[src/verilog/huff_pkg.sv]
package huff_pkg;

	// symbol format
	parameter int SYMBOL_W = 4;

	// a code is left aligned with the first bit on the wire in its top bit
	parameter int CODE_W = 9;
	parameter int LEN_W = 4;

	// one table entry is {code, length}
	parameter int ENTRY_W = CODE_W + LEN_W;
	parameter int N_ENTRIES = 10;
	parameter int TABLE_W = N_ENTRIES * ENTRY_W;

	// 256 symbols of 9 bits each still fit without wrap
	parameter int COUNT_W = 16;

	typedef logic [SYMBOL_W-1:0] symbol_t;

	typedef logic [CODE_W-1:0] code_bits_t;

	// only 1 to 9 are real lengths
	typedef logic [LEN_W-1:0] code_len_t;

	// entry k sits at bits 13k upward and is picked by symbol k+1
	typedef logic [TABLE_W-1:0] code_table_t;

	typedef logic [COUNT_W-1:0] bit_count_t;

endpackage

[src/verilog/symbol_reader.sv]
module symbol_reader #(
	parameter int N_SYMBOLS = 256
) (
	input  logic                                    CLK,
	input  logic                                    nRST,
	input  logic                                    run,
	input  logic [N_SYMBOLS*huff_pkg::SYMBOL_W-1:0] character_in,
	output huff_pkg::symbol_t                       sym,
	output logic                                    sym_valid,
	output logic                                    sym_last
);
	import huff_pkg::*;

	localparam int WORD_W = N_SYMBOLS * SYMBOL_W;
	localparam int IDX_W = (N_SYMBOLS > 1) ? $clog2(N_SYMBOLS) : 1;

	typedef enum logic [1:0] {
		st_idle,
		st_issue,
		st_finished
	} state_t;

	state_t state;
	logic [IDX_W-1:0] idx;
	logic [WORD_W-1:0] word_q;
	logic at_last;
	logic load_word;
	logic take_sym;

	assign at_last = (idx == IDX_W'(N_SYMBOLS - 1));

	// everything only moves on an enabled edge
	assign load_word = run && (state == st_idle);
	assign take_sym = run && (state == st_issue);

	always_ff @(posedge CLK or negedge nRST) begin
		if (!nRST) begin
			state <= st_idle;
			idx <= '0;
			sym_valid <= 1'b0;
			sym_last <= 1'b0;
		end else begin
			// strobes are single cycle
			sym_valid <= 1'b0;
			sym_last <= 1'b0;
			case (state)
				st_idle: begin
					if (load_word) begin
						idx <= '0;
						state <= st_issue;
					end
				end
				st_issue: begin
					if (take_sym) begin
						sym_valid <= 1'b1;
						sym_last <= at_last;
						idx <= idx + 1'b1;
						if (at_last) begin
							state <= st_finished;
						end
					end
				end
				st_finished: begin
					// stays here until the next reset
					state <= st_finished;
				end
				default: begin
					state <= st_idle;
				end
			endcase
		end
	end

	// lowest nibble leaves first
	always_ff @(posedge CLK) begin
		if (load_word) begin
			word_q <= character_in;
		end else if (take_sym) begin
			sym <= word_q[SYMBOL_W-1:0];
			word_q <= word_q >> SYMBOL_W;
		end
	end

endmodule

[config.mk]
export PLATFORM = sky130hd
export DESIGN_NAME = symbol_reader
export DESIGN_NICKNAME = d
export VERILOG_FILES = /design/src/verilog/huff_pkg.sv /design/src/verilog/symbol_reader.sv
export SDC_FILE = /design/constraint.sdc
export NUM_CORES = 2
export LEC_CHECK = 0
export BUFFER_PORTS_ARGS = -buffer_cell sky130_fd_sc_hd__buf_4
export CORE_UTILIZATION = 25
export CTS_CLUSTER_SIZE = 28
export DETAILED_ROUTE_END_ITERATION = 12
export GPL_ROUTABILITY_DRIVEN = 0
export GPL_TIMING_DRIVEN = 0
export PLACE_DENSITY = 0.41
export SLEW_MARGIN = 20
export SYNTH_ARGS = -nofsm -noshare
export SYNTH_HDL_FRONTEND = slang
export SYNTH_SLANG_ARGS = --single-unit
[constraint.sdc]
create_clock -name CLK -period 26.1 [get_ports CLK]
set_input_delay 2.61 -clock CLK [delete_from_list [all_inputs] [get_ports CLK]]
set_output_delay 2.61 -clock CLK [all_outputs]
set_load 0.01 [all_outputs]
* Word-level counts from Yosys, hierarchy flattened
Index checks and enable logic that the tools add are counted. W data, S select, Z words.
Storage, ports and cells: latch bits 0, input port bits 1027, output and inout port bits 6, register bits after elaboration 1040, memories kept 0, ROM bits 0, memory bits (writable) 0, logic and storage cells 35
Operators by class: bitwise operators 1, eq/ne operators 6, multiplexer cells 13, shifts and indexed selects 0, div/mod/pow operators 0, $add $sub $neg 1, $mul 0, magnitude comparators 0, reduce and logical (&&, ||, !) cells 8
Operators by type and width (number):
- $mux W1024 | 2
- $mux W8 | 2
- $pmux W8 S2 | 1
- $add A8 B1 Y8 const B | 1
- $eq A8 B8 Y1 const B | 1
- $mux W2 | 3
- $ne A2 B2 Y1 const B | 3
- $pmux W2 S3 | 1
- $reduce_and A3 Y1 | 2
- $mux W1 | 4
- $reduce_bool A2 Y1 | 2
- $eq A2 B1 Y1 const B | 1
- $eq A2 B2 Y1 const B | 1
- $logic_and A1 B1 Y1 | 2
- $logic_not A2 Y1 | 1
- $reduce_and A2 Y1 | 1
- $not A1 Y1 | 1

* Logic depth before layout (Yosys ltp)
depth in word-level cells 4, gate-level depth with buffers 7, gate-level depth less buffers 6

* Worst setup path before layout
OpenSTA, ideal clock, no wires.
kind in2reg, start point in run, end point reg idx[2], cell stages on the path 5, library setup time 138 ps, path buffers 1, setup slack 867 ps, data arrival time 25095 ps, data required time 25962 ps, cell sequence buf_2 -> o21ai_1 -> inv_1 -> o21ai_0 -> a22o_1
On the way: longest elaborated chain between the ends 3, elaborated cells on any way between the ends 5, those cells by class eq/ne (2); reduce/logical (3)
Ends and longest elaborated chain:
- start: declaration | RTL line symbol_reader.sv:6 | input logic run,
- $logic_and A1 B1 Y1 (on tied branches) | RTL line symbol_reader.sv:34, symbol_reader.sv:33
- $ne A2 B2 Y1 (no line)
- $reduce_and A3 Y1 (no line) (*)
- end signal: assignment | RTL line symbol_reader.sv:57 | idx <= idx + 1'b1;
- end: declaration | RTL line symbol_reader.sv:24 | logic [IDX_W-1:0] idx;
Mark *: on every way between the ends. The rest lies on a longest branch, timed or not. A chain may end at the register's enable or synchronous reset.

* Worst setup path in the final report
start point in run, end point reg word_q[372], enable pin
On the way: longest elaborated chain between the ends 2, elaborated cells on any way between the ends 3, those cells by class reduce/logical (3)
Ends and longest elaborated chain:
- $logic_and A1 B1 Y1 (on tied branches) | RTL line symbol_reader.sv:33, symbol_reader.sv:34
- $reduce_bool A2 Y1 (no line) (*)
- end signal: assignment | RTL line symbol_reader.sv:77 | word_q <= character_in;
- end signal: assignment | RTL line symbol_reader.sv:80 | word_q <= word_q >> SYMBOL_W;
- end: declaration | RTL line symbol_reader.sv:25 | logic [WORD_W-1:0] word_q;
Marked as above.

==> impl_metrics.yaml <==
outcome:
  status: "finished clean"
worst_setup_path:
  cp.required_ns: 26.51
  critPathMostFrequentCell: "buf_16"
  endpoint: "word_q[372]"
  arrival_ns: 5.61
  worstReg2RegStart: "state[0]"
  cpPeakStageDelay_ns: 0.46
  critPathLaunch: "run"
  start_kind: "primary input"
  end_kind: "flop"
  rrSetupSlack_ns: 22.19
  ff2ff_path_depth: 8
  crit_chain: "buf_4 > buf_2 > o21ai_1 > inv_8 > buf_16 > buf_16 > buf_16 > buf_16"
  crit_type: "in -> reg"
  cp_slowest_cell: "inv_8"
  timing.rr.end: "word_q[372]"
  worst-path-max-fanout: 98
power:
  p_total_w: 0.00651
  p_leak_nw: 25.9
  power_density_nw_per_um2: 104
  ir_worst_vdd_v: 0.0000505
cts:
  clkSlewWorstSetupHoldPaths_ns: 0.06
  insertion_delay_ns: 0.78
  cts_tree: "done"
  cts_hold_buf: 0
  cts.sinks: 1040
  cts_max_level: 4
  cts.root.buffer_cell: "clkbuf_16"
  post_cts_buffers: 0
  cts_max_path_buffers: 3
  postCtsResizedCells: 0
  cts_made_buffers: 135
timing:
  drv_slew: 0
  worst_pin_slew_ns: 0.990
  fin_skew_ns: 0.0364
  setup_ws_ns: 20.90
  fin_crit_ns: 5.20
  relSlewSlack_pct: 34.0
  setup_tns_ns: 0
  max_clock_freq_mhz: 192
  rsz0062_at_grt: "no"
  setup_viol: 0
  hold_viol_final: 0
  min_period_over_period_pct: 19.9
yosys:
  synth_top_area_cell: "edfxtp_1"
  syn-num-nets: 3258
  ys_seq_area_share_pct: 66.2
  synthCells: 2227
  yosys.cell_types.count: 27
  synth.area.top_cells: "edfxtp_1 (66%), mux2_4 (25%), mux2_2 (5.3%)"
  yosys.area.top_type_share_pct: 65.5
  yosysWarnings: 0
  avgSynthCellArea_um2: 21.2
  synth_area_um2: 47100
  synth_seq_cells: 1040
min_path:
  hold_class: "reg -> reg"
floorplanning:
  die_area_um2: 190000
  row_count: 158
  num_io_pins: 1033
  coreArea_um2: 186000
  start_util_pct: 25.3
  die_w_um: 436
  die_y_um: 436
finish:
  area_delta_synth_final_pct: 32.6
  finalNonFillerCells: 6004
  n_fill_cell: 18209
  nets: 4439
  drive_gt1_share_pct: 66.9
  final_core_util_pct: 33.5
grt:
  grt_max_degree: 100
  grt_pass1_wl_um: 202000
  antenna_found_initial: 48
  overflow: 0
  track_usage_pct: 15.0
  grt_pass1_vias: 26345
place:
  dp.cells: 5751
  hpwl_um: 108000
  dp_worst_setup_slack_ns: 19.99
  numPortBuffers: 1032
routing:
  vias: 24401
  wirelength_um: 145000
  vias_per_cell: 4.06
  detail-route-antenna-nets: 0
  drc: 0
  wire_per_inst_um: 24.2
  first_pass_iters: 6
  first_iter_violations: 1118
run:
  maxCapViolCount: 0
## registers in the layout (all words and copies together) (netlist names)
signal     cells
sym_last       1
word_q      1024
idx            8
sym            4
sym_valid      1
state          2
## report_power, final
group	switching, W	leakage [nW]	internal, W
clock	0.000752	2.00	0.00103
combinational	0.000780	14.1	0.00112
sequential	0.000158	9.78	0.00267
total	0.00169	25.9	0.00482
## cell type report
type | instances | area [um2] | area share, %
Sequential cell | 1040 | 31200 | 49.9
Inverter | 7 | 33.8 | 0.0541
Multi-Input combinational cell | 1066 | 14800 | 23.7
Clock inverter | 57 | 418 | 0.669
Antenna cell | 14 | 35.0 | 0.0561
Buffer | 114 | 1120 | 1.79
Tap cell | 2480 | 3100 | 4.97
Clock buffer | 182 | 3700 | 5.93
Timing Repair Buffer | 1044 | 8080 | 12.9
## synthesized netlist by cell type
cell      number
edfxtp_1    1028
mux2_4       800
mux2_2       223
buf_6         88
buf_2         23
dfrtp_1       12
inv_1          7
o21ai_0        6
and3_1         5
nand2_1        5
nand3_1        5
ha_1           4
a22o_1         3
nor2b_1        3
clkbuf_1       2
nand4_1        2
a21oi_1        1
a31oi_1        1
a41oi_1        1
buf_4          1
nor2_1         1
nor3_1         1
o211ai_1       1
o21ai_1        1
o31a_1         1
o32ai_1        1
or4_1          1
## cells by family (layout without fill, tap and decap cells)
kind of cell	after synthesis	after routing	share of synthesized area, %
other	0	14	0
AOI/OAI and AO/OA	16	16	0.226
DFF	1040	1040	66.2
buffers and inverters	121	1404	2.44
adders and majority gates	4	4	0.106
muxes	1023	1023	30.8
and+or+nand+nor	23	23	0.260
## worst max-delay path: cells and delay by family
kind                   cells  cell delay (ns)
AOI/OAI and AO/OA          1             0.31
buffers and inverters      7             2.40
## routing by layer
layer / wire length, um / GRT usage (%)
met1: 55800 / 16.7
met2: 76200 / 26.7
met3: 9980 / 5.33
met4: 3120 / 3.98
met5: 318 / 0
## layout by cell type (no fill, tap or decap), drive strengths merged, types with 2 or more instances in the layout
cell type / instances
ha: 4
nand3: 5
mux2: 1023
inv: 11
and3: 5
nor2b: 3
clkbuf: 184
dfrtp: 12
edfxtp: 1028
diode: 14
nand4: 2
a22o: 3
clkinv: 48
nand2: 5
o21ai: 7
buf: 1156
bufinv: 4
## through the flow
stage	hold WS, ns	area [um2]
after floorplan	0.400	47100
after global placement	0.407	58000
after detailed placement	0.412	58300
after CTS	0.422	62400
after global routing	0.422	62400
final	0.418	62500
## worst min path at each step
stage | startpoint | endpoint | slack (ns) | cells past startpoint
2_1_floorplan | word_q[0] | sym[0] | 0.40 | 0
3_3_place_gp | word_q[2] | sym[2] | 0.41 | 0
3_5_place_dp | word_q[3] | sym[3] | 0.41 | 0
4_1_cts | word_q[0] | sym[0] | 0.42 | 0
5_1_grt | word_q[3] | sym[3] | 0.42 | 0
6_report | word_q[0] | sym[0] | 0.42 | 0
Note: power is estimated with default switching activity, not from simulation.
