===== src/verilog/huff_pkg.sv =====
package huff_pkg;

	// symbol format
	parameter int SYMBOL_W = 4;

	// a code is left aligned with the first bit on the wire in its top bit
	parameter int CODE_W = 9;
	parameter int LEN_W = 4;

	// one table entry is {code, length}
	parameter int ENTRY_W = CODE_W + LEN_W;
	parameter int N_ENTRIES = 10;
	parameter int TABLE_W = N_ENTRIES * ENTRY_W;

	// 256 symbols of 9 bits each still fit without wrap
	parameter int COUNT_W = 16;

	typedef logic [SYMBOL_W-1:0] symbol_t;

	typedef logic [CODE_W-1:0] code_bits_t;

	// only 1 to 9 are real lengths
	typedef logic [LEN_W-1:0] code_len_t;

	// entry k sits at bits 13k upward and is picked by symbol k+1
	typedef logic [TABLE_W-1:0] code_table_t;

	typedef logic [COUNT_W-1:0] bit_count_t;

endpackage


===== src/verilog/code_lookup.sv =====
module code_lookup (
	input  logic                  CLK,
	input  logic                  nRST,
	input  huff_pkg::code_table_t code_table,
	input  huff_pkg::symbol_t     sym,
	input  logic                  sym_valid,
	input  logic                  sym_last,
	output huff_pkg::code_bits_t  code,
	output huff_pkg::code_len_t   code_len,
	output logic                  code_valid,
	output logic                  code_last
);
	import huff_pkg::*;

	logic [ENTRY_W-1:0] entries [N_ENTRIES];
	logic sym_hit;
	symbol_t entry_idx;
	logic [ENTRY_W-1:0] entry;
	code_bits_t sel_code;
	code_len_t sel_len;
	logic len_ok;
	logic hit;

	// split the flat table into its entries
	always_comb begin
		for (int k = 0; k < N_ENTRIES; k++) begin
			entries[k] = code_table[k*ENTRY_W +: ENTRY_W];
		end
	end

	// symbols 1 to 10 map to entries 0 to 9
	assign sym_hit = (sym != '0) && (sym <= symbol_t'(N_ENTRIES));
	assign entry_idx = sym_hit ? (sym - symbol_t'(1)) : '0;
	assign entry = entries[entry_idx];

	assign sel_code = entry[ENTRY_W-1:LEN_W];
	assign sel_len = entry[LEN_W-1:0];

	// zero or oversize lengths emit nothing
	assign len_ok = (sel_len != '0) && (sel_len <= code_len_t'(CODE_W));
	assign hit = sym_valid && sym_hit && len_ok;

	always_ff @(posedge CLK or negedge nRST) begin
		if (!nRST) begin
			code_valid <= 1'b0;
			code_last <= 1'b0;
		end else begin
			code_valid <= hit;
			// the last marker passes even when the code was dropped
			code_last <= sym_valid && sym_last;
		end
	end

	always_ff @(posedge CLK) begin
		if (hit) begin
			code <= sel_code;
			code_len <= sel_len;
		end
	end

endmodule


===== config.mk =====
export PLATFORM = sky130hd
export DESIGN_NAME = code_lookup
export DESIGN_NICKNAME = d
export VERILOG_FILES = /design/src/verilog/huff_pkg.sv /design/src/verilog/code_lookup.sv
export SDC_FILE = /design/constraint.sdc
export NUM_CORES = 1
export LEC_CHECK = 0
export CAP_MARGIN = 20
export CORE_MARGIN = 4
export CORE_UTILIZATION = 55
export DETAILED_ROUTE_END_ITERATION = 7
export DONT_BUFFER_PORTS = 1
export PLACE_DENSITY_LB_ADDON = 0.25
export SLEW_MARGIN = 0
export SYNTH_ARGS = -nofsm -noshare
export SYNTH_HDL_FRONTEND = slang
export SYNTH_SLANG_ARGS = --single-unit

===== constraint.sdc =====
create_clock -name CLK -period 0.8 [get_ports CLK]
set_clock_uncertainty 0.15 [all_clocks]
set_input_delay 0.04 -clock CLK [delete_from_list [all_inputs] [get_ports CLK]]
set_output_delay 0.04 -clock CLK [all_outputs]
set_load 0.1 [all_outputs]

-- Yosys cells after proc, flatten, opt, wreduce, memory -nomap -nowiden
Index checks and enable logic that the tools add are counted.
- logic and storage cells: 20
- output and inout port bits: 15
- flip-flop bits (word level): 15
- input bits: 138
- reductions and logical operators: 7
- bitwise gates (word level): 1
- muxes and demuxes: 4
- $add $sub $neg: 1
- $lt $le $gt $ge: 3
- operators with widths (cell ; number):
    13-bit binary-select mux with 4-bit select ; 1
    13-bit 2-to-1 mux ; 2
    4-bit less-or-equal comparator, second input constant ; 2
    4-bit nonzero test ; 2
    5-bit greater-or-equal comparator, second input constant ; 1
    1-bit logical AND ; 5
    4-bit inverter with 5-bit output ; 1
    4-bit 2-to-1 mux ; 1
    4-bit by 1-bit subtractor with 4-bit output, second input constant ; 1

-- Logic depth before layout (Yosys ltp)
Gate-level depths: netlist of run 1.
- word-level depth: 10
- mapped depth: 12
- mapped depth without buffers: 9

-- Least setup slack after synthesis of run 1
No wires, ideal clock.
- kind: input -> register
- start point: in sym[0]
- end point: reg code[0], enable pin
- data required time: 0.288 ns
- data arrival time: 2.573 ns
- setup time: 0.362 ns
- stages on the path: 11
- path buffers: 2
- slack: -2.286 ns
- cell sequence: buf_6 -> clkinv_1 -> ha_1 -> nor2b_1 -> a311o_1 -> buf_6 -> mux2_4 -> a221oi_2 -> a2111o_2 -> a31o_1 -> o2111a_1
- cells in the longest elaborated chain, start to end: 10
- elaborated cells between the ends (all ways): 14
- classes of those cells: add/sub (1); order compare (2); mux (4); bitwise (1); reduce/logical (6)
- RTL lines (item ; RTL line ; source):
    start: declaration ; code_lookup.sv:5 ; input huff_pkg::symbol_t sym,
    4-bit less-or-equal comparator or 4-bit nonzero test (tied branches) ; code_lookup.sv:32 ; assign sym_hit = (sym != '0) && (sym <= symbol_t'(N_ENTRIES));
    1-bit logical AND ; code_lookup.sv:32 ;
    4-bit 2-to-1 mux ; code_lookup.sv:33 ; assign entry_idx = sym_hit ? (sym - symbol_t'(1)) : '0;
    4-bit inverter with 5-bit output (implied by the code) ; code_lookup.sv:34 ; assign entry = entries[entry_idx];
    13-bit binary-select mux with 4-bit select ; code_lookup.sv:34 ;
    13-bit 2-to-1 mux (implied by the code) (2 in series) ; code_lookup.sv:34 ;
    4-bit less-or-equal comparator or 4-bit nonzero test (tied branches) ; code_lookup.sv:40 ; assign len_ok = (sel_len != '0) && (sel_len <= code_len_t'(CODE_W));
    1-bit logical AND ; code_lookup.sv:40 ;
    1-bit logical AND * ; code_lookup.sv:41 ; assign hit = sym_valid && sym_hit && len_ok;
    via hit ; code_lookup.sv:22 ; logic hit;
    end signal: assignment ; code_lookup.sv:56 ; code <= sel_code;
    end: declaration ; code_lookup.sv:8 ; output huff_pkg::code_bits_t code,
The timed path passes the listed nets; every way through them passes the cells marked *. The select of a mux whose other input is x is not followed.
A chain may end at the register's enable or synchronous reset.

-- Final worst setup path of run 1
- start point: in sym[1]
- end point: reg code_len[2], enable pin
- cells in the longest elaborated chain, start to end: 10
- elaborated cells between the ends (all ways): 14
- classes of those cells: add/sub (1); order compare (2); mux (4); bitwise (1); reduce/logical (6)
- RTL lines (item ; RTL line ; source):
    4-bit less-or-equal comparator or 4-bit nonzero test (tied branches) ; code_lookup.sv:32 ;
    1-bit logical AND ; code_lookup.sv:32 ;
    4-bit 2-to-1 mux ; code_lookup.sv:33 ;
    4-bit inverter with 5-bit output (implied by the code) ; code_lookup.sv:34 ;
    13-bit binary-select mux with 4-bit select ; code_lookup.sv:34 ;
    13-bit 2-to-1 mux (implied by the code) (2 in series) ; code_lookup.sv:34 ;
    4-bit less-or-equal comparator or 4-bit nonzero test (tied branches) ; code_lookup.sv:40 ;
    1-bit logical AND ; code_lookup.sv:40 ;
    1-bit logical AND * ; code_lookup.sv:41 ;
    via hit ; code_lookup.sv:22 ;
    end signal: assignment ; code_lookup.sv:57 ; code_len <= sel_len;
    end: declaration ; code_lookup.sv:9 ; output huff_pkg::code_len_t code_len,
Marked as above.

==> results of run 1 <==
flip-flops by register name, indices dropped and copies added (netlist names):
register and cells:
code_len 4, code_last 1, code 9, code_valid 1
worst max-delay path: cells and delay by family:
family | cells | cell delay (ps)
buffers and inverters | 3 | 450
adder cells (fa/ha/maj) | 1 | 180
AO/OA/AOI/OAI | 5 | 1070
AND/OR/NAND/NOR | 2 | 460
through the flow:
stage | instance area, um^2 | total power, W | hold slack (ps) | TNS [ps] | setup slack (ps)
global placement | 2487 | 0.003592 | -405.5 | -41660 | -1777
finish | 2700 | 0.004350 | -164.4 | -39880 | -1555
detailed placement | 2487 | 0.003658 | -405.5 | -42300 | -1755
CTS | 2594 | 0.004156 | -166.5 | -38580 | -1444
floorplan | 1958 | 0.002747 | -405.6 | -45440 | -1788
global route | 2700 | 0.004488 | -165.6 | -41290 | -1602
worst max path at each step:
| stage | startpoint | to | cells past startpoint |
|---|---|---|---|
| after floorplan | sym[0] | code[0]$_DFFE_PP_ | 11 |
| after global placement | sym[1] | code[6]$_DFFE_PP_ | 11 |
| after detailed placement | sym[1] | code[7]$_DFFE_PP_ | 10 |
| after CTS | sym[1] | code_len[3]$_DFFE_PP_ | 10 |
| after global routing | sym[1] | code_len[3]$_DFFE_PP_ | 11 |
| final | sym[1] | code_len[2]$_DFFE_PP_ | 11 |
where the power goes:
group          internal [W]  switching, W  total [W]
Combinational       0.00113       0.00164    0.00277
Sequential          0.00102      0.000120    0.00114
Clock              0.000186      0.000259   0.000445
what timing repair did:
action                     4_1_cts  5_1_grt
setup endpoints to repair       42       42
hold endpoints to repair        13        7
buffers inserted                 3        4
pin swaps                        4        6
resized for setup                6       20
cells in the final DEF (no fill, tap or decap), types with 3 or more instances in the layout:
master and n:
sky130_fd_sc_hd__nand3_1 6, sky130_fd_sc_hd__edfxtp_1 13, sky130_fd_sc_hd__clkbuf_4 3, sky130_fd_sc_hd__buf_4 34, sky130_fd_sc_hd__a21oi_1 19, sky130_fd_sc_hd__nor3_1 12
sky130_fd_sc_hd__buf_6 5, sky130_fd_sc_hd__buf_12 17, sky130_fd_sc_hd__a31oi_1 7, sky130_fd_sc_hd__o21ai_0 13, sky130_fd_sc_hd__nand2b_1 3, sky130_fd_sc_hd__nor2_1 14
sky130_fd_sc_hd__mux2i_1 15, sky130_fd_sc_hd__dlygate4sd3_1 3, sky130_fd_sc_hd__mux4_2 7, sky130_fd_sc_hd__o21ai_1 12, sky130_fd_sc_hd__inv_1 3, sky130_fd_sc_hd__nand2_1 45
layout make-up:
| cell class | count | share of cell area, % |
|---|---|---|
| sequential | 15 | 16.50 |
| clock buffer | 3 | 0.8341 |
| tap | 44 | 2.039 |
| timing repair buffer | 59 | 25.25 |
| clock inverter | 1 | 0.1854 |
| inverter | 5 | 1.158 |
| multi-input combinational | 201 | 54.03 |
layer usage:
metal / vias up / global-route usage [%]
li1: 988 / -
met1: 1078 / 36.50
met2: 296 / 60.72
met3: 63 / 7.483
met4: 0 / 11.42
met5: - / 0
cells by family (layout without fill, tap and decap cells):
| group | Yosys count | in the layout | synth area share [%] |
|---|---|---|---|
| compound gates | 76 | 76 | 26.53 |
| simple gates | 96 | 96 | 23.20 |
| xor+xnor | 1 | 1 | 0.4668 |
| flops | 15 | 15 | 23.47 |
| fa+ha+maj | 3 | 3 | 2.000 |
| mux | 25 | 25 | 18.40 |
| buf+inv | 22 | 68 | 5.933 |
==> results.md, run 1 <==
- The worst-case vdd ir drop is 0.5848 mV.
- Dividing total power by cell area gives a power density of 1611 nW/um^2.
- The register clock-pin slew on the reported worst setup and hold paths is ~90 ps.
- Setup repair after global routing could not meet its margin everywhere.
- Walking the worst path, the cells encountered are inv_1 > ha_4 > nor4b_4 > a311o_1 > buf_4 > o21ai_0 > o221ai_1 > o2111ai_2 > nand4b_1 > o2111a_2 > buf_12.
- The fill cell instance count of the final layout is around 180.
- At the pin with the least slew margin, the transition time is 378.6 ps.
- The number of instances in the synthesized netlist is 238.
- The deepest level of the CTS H-tree is 1.
- After the last flow step, the layout net total stands at 426.
- The congestion estimate from routability-driven global placement came to ~0.94.
- The biggest area contributor in the post-synthesis netlist is sky130_fd_sc_hd__edfxtp_1.
- The number of primary I/O pins is between 150 and 200.
- The distinct cell type count after synthesis is 55.
- The final critical-path setup slack is -1555 ps.
- After detailed routing, the average wire length per cell comes to 25.84 um.
- The die is 66.42 um wide.
- Derived from the worst setup path, the maximum achievable clock frequency is between 0.4 and 0.5 GHz.
- The total inserted antenna cells is 0.
- In this run the worst path has a maximum fanout of 14.
- The arrival time of the worst setup path is ~2200 ps.
- The number of synthesized flops with an enable pin is 13.
- The number of synthesized register bits is 15.
- The number of buffers created by CTS is 3.
- Of the cells placed in the final design, the portion with a size suffix greater than 1 is around a third.
- The via count of the first global-routing pass came to 2,224.
- The fraction of registers with async set/reset is 13.33%.
- The wire length on met2 is 4.179 mm.
- The checks that failed: hold timing, setup timing.
- The post-detailed-routing wire length is 8.476 mm.
- The required time of the worst setup path is 650 ps.
- The total length of routed met3 wires is about 1.2 mm.
- The sequential share of the synthesized area is 23.47%.
- The number of clock sinks is 15.
- The storage element area is 445.4 um^2.
- The initial antenna violation count is 0.
- CTS placed an instance of sky130_fd_sc_hd__clkbuf_4 at the clock tree root.
- The count of final hold-check violations is 9.
- In the routed design, unresolved DRC markers number 0.
- The residual antenna-violating net count after detailed routing is 0.
- The worst setup path is captured at a register.
- The highest metal layer with signal wires is met4.
- The classification of the worst setup path is in2reg.
- The most common cell in the synthesized netlist is sky130_fd_sc_hd__nand2_1.
- The die footprint is 4411 um^2.
- The synthesized net count is 379.
- The finished layout holds 328 standard cells, fillers aside.
- Averaged over all synthesized cells, the footprint is between 7 and 8 um^2.
- The count of input and output buffers is 0.
- The core region is 3153 um^2.
- The via count is between 2k and 2.5k.
- The max-slew headroom at the worst pin is ~74%.
- By count the netlist is led by 47 x sky130_fd_sc_hd__nand2_1, 20 x sky130_fd_sc_hd__a21oi_1, 16 x sky130_fd_sc_hd__nor2_1, 15 x sky130_fd_sc_hd__mux2i_1, 15 x sky130_fd_sc_hd__o21ai_0.
- The height of the chip is 66.42 um.
- The initial core utilization is 59.52%.
- The number of iterations in the first detailed-routing pass is 6.
- For this design, the slowest cell found on the critical path is sky130_fd_sc_hd__nor4b_4.
- The number of synthesis warnings is 0.
- The post-detailed-route via-to-cell ratio is roughly 7.4.
- The number of placed instances, taps included, is ~320.
- The delay contributed by the slowest stage of the critical path is 300 ps.
- The worst setup path is launched from an input port.
- The multi-input combinational cells in the finished layout cover a total of 1459 um^2.
- Yosys attributes the largest share of cell area to sky130_fd_sc_hd__edfxtp_1 21%, sky130_fd_sc_hd__nand2_1 9.4%, sky130_fd_sc_hd__mux4_2 8.4%.
- The final count of pins violating max slew came to 0.
- The analysis attributes to cell leakage a power of 1.062 nW.
- The setup-violating endpoint count in the final report is 42.
- From synthesis to final layout, the design area changed by 43.87%.
- The final period utilization is 294.4%.
- In this run the deepest clock path goes through 2 buffers.
- The CTS tree is yes.
- The class of the worst hold path is in2async.
- The maximum number of pins on one net before global-route repair is 27.
- The commonest register cell after synthesis is sky130_fd_sc_hd__edfxtp_1.
- The number of buffers inserted by hold repair at cts is 3.
- The total grt overflow is 0.
- The synthesized design devotes to its leading area cell type about a fifth of total area.
- The sum of routed wire segments on met1 is 2.575 mm.
- The initialized floorplan defines 20 standard-cell rows.
- The worst hold margin is -164.4 ps.
- Across every metal layer, demand over resource in global routing totals 32.93%.
- The detailed router finished its first iteration with 320 violations.
- The first global-routing pass estimated 10.97 mm of wire.
- The number of max-cap violations is 0.
- The end-of-flow core utilization is approximately 86%.
- The flow ran to the end, but the final reports show violations.
- The synthesized netlist occupies a cell area of approximately 1900 um^2.
- The HPWL after detailed placement is 6.205 mm.
- Counting I/O delays and the setup requirement, the final critical path takes 2355 ps.
Note: power is estimated with default switching activity, not from simulation.
==> inputs of run 2 (changes only) <==
--- a/constraint.sdc
+++ b/constraint.sdc
@@ -4,2 +4,2 @@
 set_output_delay 0.04 -clock CLK [all_outputs]
-set_load 0.1 [all_outputs]
+set_load 0.05 [all_outputs]
==> run 2 against run 1 <==
  * Largest power group unchanged
  * Critical path type unchanged
  * Core utilization increased by 2.7 points
  * Clock power increased by 8.3%
  * Via count increased by 4.9%
  * The run still ends with hold timing, setup timing left
  * Global-route usage increased by 6.4 points
  * Highest routed layer unchanged
  * Critical endpoint is now code[4]$_DFFE_PP_
  * Non-clock buffer count increased by 8
  * Sequential share of layout area decreased by 0.68 points
  * Setup slack got worse by 120 ps
  * Cell count increased by 2.4%
  * Combinational power decreased by 9.7%
  * First-iteration DRC count increased by 16%
  * Power decreased by 5.8%
==> results.md, run 2 (synthesized netlist as in run 1, its figures left out) <==
- The non-filler instance count after layout came to 336 (+2.4%).
- The cell area power density is 1472 nW/um^2 (-8.6%).
- The deepest level of the CTS H-tree came to 1 (unchanged).
- The total inserted antenna cells is 0 (unchanged).
- The number of buffers inserted by hold repair at cts is 3 (unchanged).
- The final critical-path setup slack is -1678 ps (-122.9 ps).
- For this design, the slowest cell found on the critical path is sky130_fd_sc_hd__a311o_2.
- The total placed cells including tap cells is 319 (+1.3%).
- By startpoint and endpoint, the worst setup path is classified as in2reg.
- The switching share of total power is 41.94% (-4.4 points).
- The final weighted congestion of routability-driven global placement came to 0.9179 (-2.7%).
- Walking the worst path, the cells encountered are inv_1 > ha_4 > nor2b_4 > a311o_2 > buf_6 > a21oi_4 > a32oi_2 > a2bb2oi_2 > a31o_1 > o2111a_2 > buf_6.
- The worst-case vdd ir drop is 0.5877 mV (+0.48%).
- The number of clock sinks is 15 (unchanged).
- The area of the multi-input gates is 1486 um^2 (+1.9%).
- The DRC violation count after routing was 0 (unchanged).
- The upper clock frequency limit was 0.4035 GHz (-5.0%).
- The setup-violating endpoint count in the final report is 42 (unchanged).
- The leakage dissipation is 1.106 nW (+4.2%).
- The maximum fanout along the worst path was 6 (-8).
- The number of buffers created by CTS was 3 (unchanged).
- The initial core utilization came to 59.52% (unchanged).
- The end-of-flow core utilization is 88.29% (+2.7 points).
- The maximum count of clock buffers along a single path is 2 (unchanged).
- The first-pass GRT wire length is 12.81 mm (+17%).
- The horizontal die dimension came to 66.42 um (unchanged).
- The maximum number of pins on one net before global-route repair is 27 (unchanged).
- The half-perimeter wire length after placement is 6.114 mm (-1.5%).
- The total global-route track usage is 39.31% (+6.4 points).
- The cell internal power dissipation came to 0.002379 W (+1.9%).
- The setup total negative slack was -41,420 ps (-1537 ps).
- The floorplan row count is 20 (unchanged).
- The total grt overflow is 0 (unchanged).
- The delay contributed by the slowest stage of the critical path was 460 ps (+160 ps).
- The post-detailed-routing wire length is 9.265 mm (+9.3%).
- The CTS tree is yes.
- Setup repair after global routing could not meet its margin everywhere.
- The startpoint kind of the worst setup timing path is an input port.
- The largest registers in the layout are code: 9 flops, code_len: 4 flops.
- The count of input and output buffers is 0 (unchanged).
- The final count of pins violating max slew is 0 (unchanged).
- The number of primary I/O pins came to 153 (unchanged).
- The number of iterations in the first detailed-routing pass is 7 (+1).
- The share of total power in combinational logic came to 61.0% (-2.6 points).
- The endpoint class of the critical path is a register.
- The checks that failed: hold timing, setup timing.
- The final period utilization is 309.8% (+15 points).
- The signed area change from the synthesized netlist to the final layout is 48.33%.
- The library cells used most frequently in the layout, excluding fill and tap cells, are 44 x sky130_fd_sc_hd__nand2_1, 37 x sky130_fd_sc_hd__buf_4, 18 x sky130_fd_sc_hd__a21oi_1.
- The number of buffer and inverter instances along the worst setup path is 3 (unchanged).
- The via count is 2,544 (+4.9%).
- The total cell area at the placement stage was 2500 um^2 (+0.50%).
- The required time of the worst setup path was 680 ps (+30 ps).
- The count of final hold-check violations is 6 (-3).
- The max-slew headroom at the worst pin was 69.74% (-4.4 points).
- The number of max-cap violations is 0 (unchanged).
- The post-detailed-route via-to-cell ratio is 7.571 (+2.4%).
- The initial antenna violation count is 0 (unchanged).
- The number of violations reported at the end of detailed-routing iteration 0 is 372 (+16%).
- The power dissipated by switching net loads was 0.001719 W (-15%).
- Counting flops per register, the top entry is code.
- The height of the chip is 66.42 um (unchanged).
- The residual antenna-violating net count after detailed routing is 0 (unchanged).
- The post-route standard cell area excluding fillers is 2784 um^2 (+3.1%).
- The share of cells above drive strength 1 is 37.67% (+2.8 points).
- The die footprint came to 4411 um^2 (unchanged).
- The flip-flop count of the largest register after layout is 9 (unchanged).
- The core region area is 3153 um^2 (unchanged).
- The cell repeated most along the worst path is sky130_fd_sc_hd__buf_6.
- The via count of the first global-routing pass is 2,434 (+9.4%).
- The worst hold margin came to -192.5 ps (-28.13 ps).
- The register clock-pin slew on the reported worst setup and hold paths is 100 ps (about the same).
- The pin slew with the least headroom to its limit came to 452.8 ps (+74.18 ps).
- The fill cell instance count of the final layout is 141 (-23%).
- The flow ran to the end, but the final reports show violations.
- The post-detailed-route wirelength per cell is 27.57 um (+6.7%).
- The clock share of power is 11.8% (+1.6 points).
- The arrival time of the worst setup path came to 2360 ps (+150 ps).
- The post-route minimum period is 2478 ps (+122.9 ps).
- The library cell used most frequently in the layout, excluding fill and tap cells, is sky130_fd_sc_hd__nand2_1.
- The number of nets at the end of the flow was 434 (+1.9%).
- The class of the worst hold path is in2async.
- The cell chosen for the clock root is sky130_fd_sc_hd__clkbuf_4.
- The storage element area is 440.4 um^2 (-1.1%).
- Broken down by cell family, the worst path's largest delay share belongs to compound AO/OA/AOI/OAI gates.
- The register share of total power came to 27.2% (+1.1 points).
-- run 2: changes by cell type in the layout (fill, tap and decap cells not counted), sizes merged --
cell	delta
clkinv	-1
clkbuf	+1
buf	+8
-- run 2: metrics by stage --
stage               setup slack, ps  total power [W]
floorplan                     -1788         0.002332
global placement              -1785         0.003155
detailed placement            -1886         0.003224
CTS                           -1438         0.003850
global route                  -1703         0.004211
finish                        -1678         0.004098
-- run 2: layout make-up --
type / count / share of cell area, %
inverters: 5 / 1.124
repair buffers: 67 / 26.74
clock buffers: 4 / 0.9438
well taps: 44 / 1.978
flip-flops and latches: 15 / 15.82
multi-input cells: 201 / 53.39
-- run 2: metal layers --
metal  vias up  GRT usage (%)  part of all wire (%)
met5         -              0                     0
met4         0          27.41                   9.5
met3       102          11.56                    15
met2       336          65.68                    46
met1      1102          42.00                    29
li1       1004              -                     -
-- run 2: how the worst max path moves through the flow --
stage                start  cells past startpoint  slack, ps                    end
floorplan           sym[0]                     11      -1790      code[0]$_DFFE_PP_
global placement    sym[1]                     10      -1790      code[2]$_DFFE_PP_
detailed placement  sym[1]                      9      -1890  code_len[0]$_DFFE_PP_
CTS                 sym[1]                     10      -1440  code_len[1]$_DFFE_PP_
global route        sym[1]                     11      -1700      code[4]$_DFFE_PP_
finish              sym[1]                     11      -1680      code[4]$_DFFE_PP_
-- run 2: what timing repair did --
action                                  CTS  global route
resized for setup                        33             9
endpoints found under the setup margin   42            42
pin swaps                                11             5
buffers inserted                          7             2
cloned                                    1             0
endpoints found under the hold margin    14             6
-- run 2: power groups by stage --
stage | Combinational, W | Clock, W | Sequential, W
after floorplan | 0.000883 | 0 | 0.00145
after global placement | 0.00203 | 0 | 0.00112
after detailed placement | 0.00210 | 0 | 0.00113
after CTS | 0.00229 | 0.000455 | 0.00111
after global routing | 0.00260 | 0.000490 | 0.00112
final | 0.00250 | 0.000482 | 0.00111
